$ cat src/mem_sched_pkg.sv
package mem_sched_pkg;

    localparam int ADDR_W = 32;
    localparam int DATA_W = 32;
    localparam int OP_W   = 2;

    typedef logic [ADDR_W-1:0] addr_t; // Word address.
    typedef logic [DATA_W-1:0] data_t;
    typedef logic [OP_W-1:0]   op_t;

    // Request tags.
    localparam op_t OP_NONE  = 2'd0;
    localparam op_t OP_READ  = 2'd1;
    localparam op_t OP_WRITE = 2'd2;

    // One queued request, 66 bits.
    typedef struct packed {
        op_t   op;
        addr_t addr;
        data_t wdata;
    } req_t;

    typedef enum logic {
        ST_IDLE,
        ST_BUS
    } master_state_t;

endpackage

$ cat src/wb_request_master.sv
`timescale 1ns/1ps

module wb_request_master (
    input  logic                  CLK,
    input  logic                  nRST,
    input  mem_sched_pkg::req_t   head,
    input  mem_sched_pkg::req_t   next,
    input  logic                  head_valid,
    input  logic                  next_valid,
    output logic                  pop,
    output logic                  wb_cyc,
    output logic                  wb_stb,
    output logic                  wb_we,
    output mem_sched_pkg::addr_t  wb_adr,
    output mem_sched_pkg::data_t  wb_dat_o,
    input  mem_sched_pkg::data_t  wb_dat_i,
    input  logic                  wb_ack,
    input  logic                  wb_err,
    output logic                  done,
    output logic                  done_err,
    output logic                  done_write,
    output mem_sched_pkg::addr_t  done_addr,
    output mem_sched_pkg::data_t  done_rdata
);

    mem_sched_pkg::master_state_t state;
    mem_sched_pkg::req_t          load_req;

    logic bus_end;
    logic load_en;

    // Single word classic cycle, so cyc and stb move together.
    assign wb_cyc = (state == mem_sched_pkg::ST_BUS);
    assign wb_stb = wb_cyc;

    assign bus_end = (state == mem_sched_pkg::ST_BUS) && (wb_ack || wb_err);
    assign pop     = bus_end && head_valid; // Head is the request on the bus.

    // Start from idle, or chain the lookahead entry with no gap.
    always_comb begin
        if (state == mem_sched_pkg::ST_IDLE) begin
            load_en  = head_valid;
            load_req = head;
        end else begin
            load_en  = bus_end && next_valid;
            load_req = next;
        end
    end

    always_ff @(posedge CLK, negedge nRST) begin
        if (!nRST) begin
            state <= mem_sched_pkg::ST_IDLE;
            wb_we <= 1'b0;
            done  <= 1'b0;
        end else begin
            done <= bus_end;
            if (load_en) begin
                wb_we <= (load_req.op == mem_sched_pkg::OP_WRITE);
            end
            case (state)
                mem_sched_pkg::ST_IDLE: begin
                    if (head_valid) begin
                        state <= mem_sched_pkg::ST_BUS;
                    end
                end
                mem_sched_pkg::ST_BUS: begin
                    if (bus_end && !next_valid) begin
                        state <= mem_sched_pkg::ST_IDLE;
                    end
                end
                default: state <= mem_sched_pkg::ST_IDLE;
            endcase
        end
    end

    always_ff @(posedge CLK) begin
        if (load_en) begin
            wb_adr   <= load_req.addr;
            wb_dat_o <= load_req.wdata;
        end
    end

    // Completion is captured from the bus before it is reloaded.
    always_ff @(posedge CLK) begin
        if (bus_end) begin
            done_addr  <= wb_adr; // Callback.
            done_rdata <= wb_dat_i;
            done_err   <= wb_err;
            done_write <= wb_we;
        end
    end

endmodule

$ cat config.mk
export PLATFORM = sky130hd
export DESIGN_NAME = wb_request_master
export DESIGN_NICKNAME = d
export VERILOG_FILES = /design/src/mem_sched_pkg.sv /design/src/wb_request_master.sv
export SDC_FILE = /design/constraint.sdc
export NUM_CORES = 1
export LEC_CHECK = 0
export BUFFER_PORTS_ARGS = -buffer_cell sky130_fd_sc_hd__buf_4
export CAP_MARGIN = 30
export CORE_MARGIN = 2
export CORE_UTILIZATION = 25
export CTS_CLUSTER_DIAMETER = 50
export DETAILED_ROUTE_END_ITERATION = 8
export REMOVE_ABC_BUFFERS = 1
export SYNTH_ARGS = -nofsm -noshare
export SYNTH_HDL_FRONTEND = slang
export SYNTH_SLANG_ARGS = --single-unit
$ cat constraint.sdc
create_clock -name CLK -period 3.6 [get_ports CLK]
set_clock_uncertainty 0.1 [all_clocks]
set_input_delay 0.36 -clock CLK [delete_from_list [all_inputs] [get_ports CLK]]
set_output_delay 0.36 -clock CLK [all_outputs]
set_load 0.1 [all_outputs]
==> results of run 1 <==
-- power breakdown --
group | internal, mW | leakage (nW) | switching, mW
clock network | 1.10 | 0.289 | 0.675
registers | 1.96 | 1.29 | 0.111
logic | 0.462 | 1.80 | 1.57
-- layout make-up --
cell class	count	area (um^2)	share of cell area, %
clock buffers	18	429	5.30
clock inverters	14	175	2.16
inverters	2	7.51	0.0927
multi-input cells	74	805	9.94
flip-flops and latches	133	3980	49.2
well taps	260	325	4.02
repair buffers	311	2370	29.3
-- cell families after synthesis --
family,count (synthesis),synth area share (%)
muxes,65,15.2
buffers and inverters,11,1.45
AOI/OAI and AO/OA,3,0.491
and+or+nand+nor,6,0.724
DFF,133,82.1
-- flip-flops by register name (all words and copies together), names as in the netlist --
signal and cells:
done_err 1, wb_we 1, done_write 1, done_rdata 32, done_addr 32, done 1
wb_dat_o 32, wb_cyc 1, wb_adr 32
-- through the flow --
stage | power [mW] | TNS, ns | cell area [um^2] | worst slack, ns | std cells
6_report | 5.87 | 0 | 8100 | 1.05 | 812
5_1_grt | 6.06 | 0 | 8100 | 0.914 | 812
4_1_cts | 5.95 | 0 | 8060 | 0.961 | 809
3_5_place_dp | 4.15 | 0 | 7420 | 1.04 | 774
3_3_place_gp | 4.13 | 0 | 7420 | 1.16 | 774
2_1_floorplan | 3.64 | -180.89 | 4780 | -1.61 | 209
-- worst max path at each step --
stage                     end  cells past startpoint   start
3_3_place_gp   done_rdata[30]                      1  wb_cyc
4_1_cts                   pop                      2  wb_cyc
2_1_floorplan           wb_we                      2  wb_cyc
5_1_grt                   pop                      2  wb_cyc
6_report                  pop                      2  wb_cyc
3_5_place_dp   done_rdata[21]                      1  wb_cyc
-- per-layer routing --
metal / share of wire (%) / up-vias / global-route usage (%)
li1: - / 1506 / -
met1: 39 / 1527 / 14.0
met2: 50 / 208 / 21.0
met3: 10 / 6 / 5.47
met4: 0.83 / 0 / 4.22
met5: 0 / - / 0
-- placed cells by master, fill, tap and decap left out --
cell type,instances
a21oi_1,1
a31o_4,1
a32o_1,1
and2_4,1
and3_2,1
buf_12,2
buf_4,304
bufinv_16,3
clkbuf_1,1
clkbuf_16,17
clkinv_1,1
clkinv_2,1
clkinv_4,4
clkinvlp_4,2
dfrtp_1,2
dfrtp_4,1
dlygate4sd3_1,5
edfxtp_1,130
inv_1,2
inv_6,3
mux2_2,64
mux2_4,1
nor2_1,2
nor2b_1,1
or2_1,1
-- repair_timing --
action / 4_1_cts / 5_1_grt
resized for setup: 0 / 0
hold endpoints to repair: 5 / 2
setup buffers: 0 / 0
hold buffers: 3 / 2
==> flow_metrics.env, run 1 <==
export IMPL_finalHoldViolCount=0
export IMPL_globalplace_congestion=0.743
export IMPL_ys_seq_area_share_pct=82.1
export IMPL_antenna_found_initial=0
export IMPL_endpoint_kind="output port"
export IMPL_vias=3247
export IMPL_clk_pin_slew_worst_paths_ns=0.06
export IMPL_clk_root_buffer_cell="clkbuf_16"
export IMPL_critPathBufInv=1
export IMPL_drv_cap=0
export IMPL_drv_slew=0
export IMPL_die_w_um=143
export IMPL_grt_max_degree=74
export IMPL_avgSynthCellArea_um2=22.2
export IMPL_synth_distinct_cells=16
export IMPL_slew_headroom_pct=38.3
export IMPL_post_synth_top_count_cell="edfxtp_1"
export IMPL_start_util_pct=25.7
export IMPL_synth_edff_count=130
export IMPL_dr_pass1_iters=6
export IMPL_grt_overflow_total=0
export IMPL_yosysTopAreaCellShare_pct=80.6
export IMPL_crit_arrival_ns=2.09
export IMPL_viasPerCell=4.00
export IMPL_ant_nets=0
export IMPL_start_kind="register"
export IMPL_min_path_type="in2reg"
export IMPL_hold_depth=1
export IMPL_synthCells=218
export IMPL_cp_top_family="flip-flops"
export IMPL_synth_flop_cell="edfxtp_1"
export IMPL_synth_seq_cells=133
export IMPL_rrSetupSlack_ns=1.23
export IMPL_rows=50
export IMPL_status="completed"
export IMPL_diodes=0
export IMPL_grt_usage_pct=12.4
export IMPL_drive_gt1_share_pct=73.4
export IMPL_rr_startpoint="wb_cyc"
export IMPL_whs_endpoint="done_rdata[23]"
export IMPL_fin_crit_sh_pct=70.7
export IMPL_critPathRequiredTime_ns=3.14
export IMPL_cp_slowest_cell="dfrtp_4"
export IMPL_synthTopCellsByCount="edfxtp_1, mux2_2, buf_2"
export IMPL_final_core_util_pct=43.0
export IMPL_wire_per_inst_um=16.5
export IMPL_crit_fanout=73
export IMPL_area_delta_synth_final_pct=67.2
export IMPL_io_buffers=304
export IMPL_drt_initial_drc_count=67
export IMPL_fill_cells=1704
export IMPL_hold_ws_ns=0.0220
export IMPL_synthesis_area_um2=4840
export IMPL_clock_latency_ns=0.41
export IMPL_max_slew_worst_pin_slew_ns=0.925
export IMPL_rsz0062_at_grt="no"
export IMPL_clock_sinks=133
export IMPL_dieHeight_um=143
export IMPL_core_area_um2=18800
export IMPL_nets=709
export IMPL_ios=305
export IMPL_finalCriticalPeriod_ns=2.55
export IMPL_grt_pass1_vias=3463
export IMPL_drt_wl_total_um=13400
export IMPL_cp_slowest_stage_delay_ns=1.04
export IMPL_synth_largest_area_cell="edfxtp_1"
export IMPL_drc=0
export IMPL_dieArea_um2=20500
export IMPL_p_leak_nw=3.38
export IMPL_criticalPathCategory="reg2out"
export IMPL_max_freq_mhz=393
export IMPL_grt_pass1_wl_um=18800
export IMPL_vdd_drop_max_uv=301
export IMPL_path_cells="and3_2, buf_4"
export IMPL_cts_tree="built"
export IMPL_setup_viol=0
export IMPL_async_flop_share_pct=2.26
export IMPL_r2r_end="wb_dat_o[10]"
export IMPL_worstHoldStart="wb_dat_i[23]"
export IMPL_htree_levels=4
export IMPL_yosys_warnings=0
export IMPL_cts_buffer_depth=2
export IMPL_synth_area_leaders="edfxtp_1, mux2_2, dfrtp_1, buf_2, buf_6"
export IMPL_powerDensity_nw_per_um2=725
export IMPL_worst_r2r_path_depth=2
export IMPL_cts_buffers=17
No activity file was read; power rests on OpenSTA's default activity.
==> run 2, diff against run 1 <==
Clock period 3.6 ns to 2.1 ns, I/O delays scaled along.
==> flow_metrics.env, run 2 (synthesized netlist as in run 1, its figures left out) <==
export IMPL_grt_pass1_wl_um=22000
export IMPL_globalplace_congestion=0.739
export IMPL_cts_buffers=17
export IMPL_hold_ws_ns=0.0163
export IMPL_vdd_drop_max_uv=555
export IMPL_vias=3788
export IMPL_clock_latency_ns=0.40
export IMPL_area_delta_synth_final_pct=96.3
export IMPL_final_core_util_pct=50.5
export IMPL_final_area_um2=9510
export IMPL_grt_pass1_vias=4124
export IMPL_clock_sinks=133
export IMPL_fill_cells=1545
export IMPL_met1Wirelength_um=5900
export IMPL_htree_levels=4
export IMPL_ant_nets=0
export IMPL_start_kind="primary input"
export IMPL_nets=841
export IMPL_powerDensity_nw_per_um2=1130
export IMPL_grt_overflow_total=0
export IMPL_clk_pin_slew_worst_paths_ns=0.06
export IMPL_die_w_um=143
export IMPL_fin_crit_sh_pct=93.8
export IMPL_layout_common_cells="buf_4, edfxtp_1, dlygate4sd3_1"
export IMPL_cp_slowest_stage_delay_ns=0.56
export IMPL_rsz0062_at_grt="no"
export IMPL_fin_ws_ns=0.131
export IMPL_final_common_cell="buf_4"
export IMPL_finalSetupTns_ns=0
export IMPL_grt_max_degree=35
export IMPL_multi_input_area_um2=805
export IMPL_status="completed"
export IMPL_io_buffers=304
export IMPL_dpl_cell_area_um2=7520
export IMPL_max_freq_mhz=508
export IMPL_finalCriticalPeriod_ns=1.97
export IMPL_min_path_type="in2reg"
export IMPL_top_layer="met4"
export IMPL_drv_cap=0
export IMPL_viasPerCell=4.01
export IMPL_drt_wl_total_um=15500
export IMPL_cts_buffer_depth=2
export IMPL_setup_viol=0
export IMPL_wl_met2_um=8060
export IMPL_endpoint_kind="register"
export IMPL_criticalPathCategory="in2reg"
export IMPL_rows=50
export IMPL_critPathRequiredTime_ns=2.34
export IMPL_drv_slew=0
export IMPL_post_dp_hpwl_um=10300
export IMPL_wire_per_inst_um=16.4
export IMPL_max_slew_worst_pin_slew_ns=0.365
export IMPL_wl_met3_um=1330
export IMPL_critPathBufInv=3
export IMPL_start_util_pct=25.7
export IMPL_cp_top_family="buffers and inverters"
export IMPL_crit_fanout=24
export IMPL_cts_tree="built"
export IMPL_p_leak_nw=3.99
export IMPL_cpMostUsedCell="dlygate4sd3_1"
export IMPL_drc=0
export IMPL_crit_arrival_ns=2.21
export IMPL_antenna_found_initial=0
export IMPL_core_area_um2=18800
export IMPL_cp_slowest_cell="dlygate4sd3_1"
export IMPL_clk_root_buffer_cell="clkbuf_16"
export IMPL_dieHeight_um=143
export IMPL_grt_usage_pct=14.4
export IMPL_dr_pass1_iters=4
export IMPL_dieArea_um2=20500
export IMPL_seq_area_um2=3980
export IMPL_drive_gt1_share_pct=60.5
export IMPL_slew_headroom_pct=75.7
export IMPL_diodes=0
export IMPL_ios=305
export IMPL_place_ws_ns=0.428
export IMPL_path_cells="dlygate4sd3_1, buf_4, or2_1, and2_4, a21oi_1, dlygate4sd3_1"
export IMPL_drt_initial_drc_count=133
export IMPL_finalHoldViolCount=0
-- run 2: cell count changes in the layout (fill, tap and decap cells not counted), moves of 2 or more --
cell and change:
buf_12 +3, bufinv_16 +3, dlygate4sd3_1 +124, clkinv_4 -2, buf_4 +5
-- run 2: path summary, 6_finish.rpt --
path	to	slack, ns	depth (start not counted)	start
hold / removal	wb_adr[29]	0.02	2	head[61]
setup / recovery	wb_cyc	0.13	6	wb_err
setup reg to reg	wb_dat_o[5]	0.13	3	wb_cyc
max in group asynchronous	wb_cyc	1.75	2	nRST
hold reg to reg	done_addr[7]	0.35	0	wb_adr[7]
min in group asynchronous	done	0.04	2	nRST
-- run 2: stage by stage --
| step | power (mW) | instances |
|---|---|---|
| 2_1_floorplan | 6.24 | 209 |
| 3_3_place_gp | 7.13 | 780 |
| 3_5_place_dp | 7.16 | 780 |
| 4_1_cts | 10.8 | 937 |
| 5_1_grt | 11.1 | 944 |
| 6_report | 10.7 | 944 |
-- run 2: final cells by class --
class / count / share of cell area (%)
clock buffers: 18 / 4.51
clock inverters: 14 / 2.58
inverters: 2 / 0.0790
multi-input cells: 74 / 8.46
flip-flops and latches: 133 / 41.9
well taps: 260 / 3.42
repair buffers: 443 / 39.0
-- run 2: what timing repair did --
action | CTS | global route
endpoints found under the hold margin | 84 | 3
gates resized for setup | 0 | 0
hold buffers | 125 | 4
endpoints found under the setup margin | 0 | 14
setup buffers | 0 | 3
-- run 2: power by group --
group | internal, mW | switching [mW] | total, mW
combinational | 1.02 | 2.82 | 3.85
clock | 2.25 | 1.15 | 3.40
sequential | 3.36 | 0.131 | 3.49
-- run 2: worst register-to-register path, delay by kind of cell, from the launching register on --
family	cells	cell delay (ns)
buffers and inverters	2	0.77
muxes	1	0.38
DFF	1	0.46
-- run 2: per-layer routing --
metal  up-vias  track usage (%)
met4         0             4.64
li1       1770                -
met2       210             26.0
met5         -                0
met3        16             5.26
met1      1792             15.6
==> run 3, diff against run 2 <==
Settings changed: CTS_BUF_LIST set to sky130_fd_sc_hd__clkbuf_16.
==> flow_metrics.env, run 3 (synthesized netlist as in run 1, its figures left out) <==
export IMPL_drt_initial_drc_count=133
export IMPL_final_area_um2=9510
export IMPL_max_slew_worst_pin_slew_ns=0.365
export IMPL_hold_ws_ns=0.0163
export IMPL_criticalPathCategory="in2reg"
export IMPL_vdd_drop_max_uv=555
export IMPL_vias=3786
export IMPL_p_seq_share_pct=32.6
export IMPL_fin_ws_ns=0.131
export IMPL_finalPower_mw=10.7
export IMPL_pwr_share_clk_pct=31.6
export IMPL_finalHoldViolCount=0
export IMPL_slew_headroom_pct=75.7
export IMPL_placedCellCount=780
export IMPL_finalCriticalPeriod_ns=1.97
export IMPL_dieHeight_um=143
export IMPL_p_int_mw=6.63
export IMPL_drv_slew=0
export IMPL_clk_root_buffer_cell="clkbuf_16"
export IMPL_start_util_pct=25.7
export IMPL_drt_wl_total_um=15500
export IMPL_finalSetupTns_ns=0
export IMPL_start_kind="primary input"
export IMPL_nets=841
export IMPL_cts_tree="built"
export IMPL_ant_nets=0
export IMPL_fin_cells=944
export IMPL_cts_buffer_depth=2
export IMPL_p_leak_nw=3.99
export IMPL_area_delta_synth_final_pct=96.3
export IMPL_endpoint_kind="register"
export IMPL_pwr_share_comb_pct=35.8
export IMPL_crit_fanout=24
export IMPL_grt_max_degree=35
export IMPL_rows=50
export IMPL_wire_per_inst_um=16.4
export IMPL_grt_overflow_total=0
export IMPL_grt_pass1_wl_um=22000
export IMPL_dr_pass1_iters=4
export IMPL_globalplace_congestion=0.739
export IMPL_final_core_util_pct=50.5
export IMPL_post_dp_hpwl_um=10300
export IMPL_fin_crit_sh_pct=93.8
export IMPL_p_switching_mw=4.11
export IMPL_drive_gt1_share_pct=60.5
export IMPL_dieArea_um2=20500
export IMPL_post_cts_resized=0
export IMPL_layout_common_cells="buf_4, edfxtp_1, dlygate4sd3_1"
export IMPL_clock_sinks=133
export IMPL_antenna_found_initial=0
export IMPL_clock_latency_ns=0.40
export IMPL_drv_cap=0
export IMPL_drc=0
export IMPL_p_sw_share_pct=38.2
export IMPL_dpl_cell_area_um2=7520
export IMPL_htree_levels=4
export IMPL_grt_pass1_vias=4124
export IMPL_critPathRequiredTime_ns=2.34
export IMPL_io_buffers=304
export IMPL_grt_usage_pct=14.4
export IMPL_rsz0062_at_grt="no"
export IMPL_max_freq_mhz=508
export IMPL_die_w_um=143
export IMPL_place_ws_ns=0.428
export IMPL_min_path_type="in2reg"
export IMPL_diodes=0
export IMPL_setup_viol=0
export IMPL_powerDensity_nw_per_um2=1130
export IMPL_viasPerCell=4.01
export IMPL_cts_buffers=17
export IMPL_ios=305
export IMPL_status="completed"
export IMPL_crit_arrival_ns=2.21
export IMPL_core_area_um2=18800
export IMPL_clk_pin_slew_worst_paths_ns=0.06
export IMPL_final_common_cell="buf_4"
## run 3: cell count changes in the layout (fill, tap and decap cells not counted), sizes merged
cell,previous run,this run
inv,6,7
clkbuf,18,17
## run 3: final timing paths
kind                                     end  depth (start not counted)  slack (ns)       from
worst max register to register   wb_dat_o[5]                          3        0.13     wb_cyc
min in group asynchronous               done                          2        0.04       nRST
max in group asynchronous             wb_cyc                          2        1.75       nRST
worst max-delay path                  wb_cyc                          6        0.13     wb_err
worst min register to register  done_addr[7]                          0        0.35  wb_adr[7]
worst min-delay path              wb_adr[29]                          2        0.02   head[61]
## run 3: cell type report
| class | instances | area (um^2) |
|---|---|---|
| clock inverter | 15 | 249 |
| sequential | 133 | 3980 |
| inverter | 2 | 7.51 |
| tap | 260 | 325 |
| clock buffer | 17 | 425 |
| fill | 1545 | 9330 |
| multi-input combinational | 74 | 805 |
| timing repair buffer | 443 | 3710 |
## run 3: metal layers
metal / up-vias / global-route usage [%] / part of all wire (%)
met5: - / 0 / 0
li1: 1770 / - / -
met4: 0 / 4.64 / 1.3
met2: 212 / 26.0 / 52
met1: 1788 / 15.6 / 38
met3: 16 / 5.26 / 8.6
## run 3: critical path, stage by stage
cell and delay [ns]:
dlygate4sd3_1 0.53, buf_4 0.14, or2_1 0.29, and2_4 0.29, a21oi_1 0.18, dlygate4sd3_1 0.56
## run 3: timing repair
action,in CTS,in global routing
hold endpoints to repair,84,3
setup endpoints to repair,0,14
setup buffers,0,3
hold buffers,125,4
## run 3: power groups by stage
stage	clock network [mW]	registers, mW	logic, mW
5_1_grt	3.59	3.53	3.95
3_5_place_dp	0	3.56	3.60
6_report	3.39	3.49	3.85
3_3_place_gp	0	3.55	3.58
4_1_cts	3.50	3.51	3.83
2_1_floorplan	0	5.88	0.357
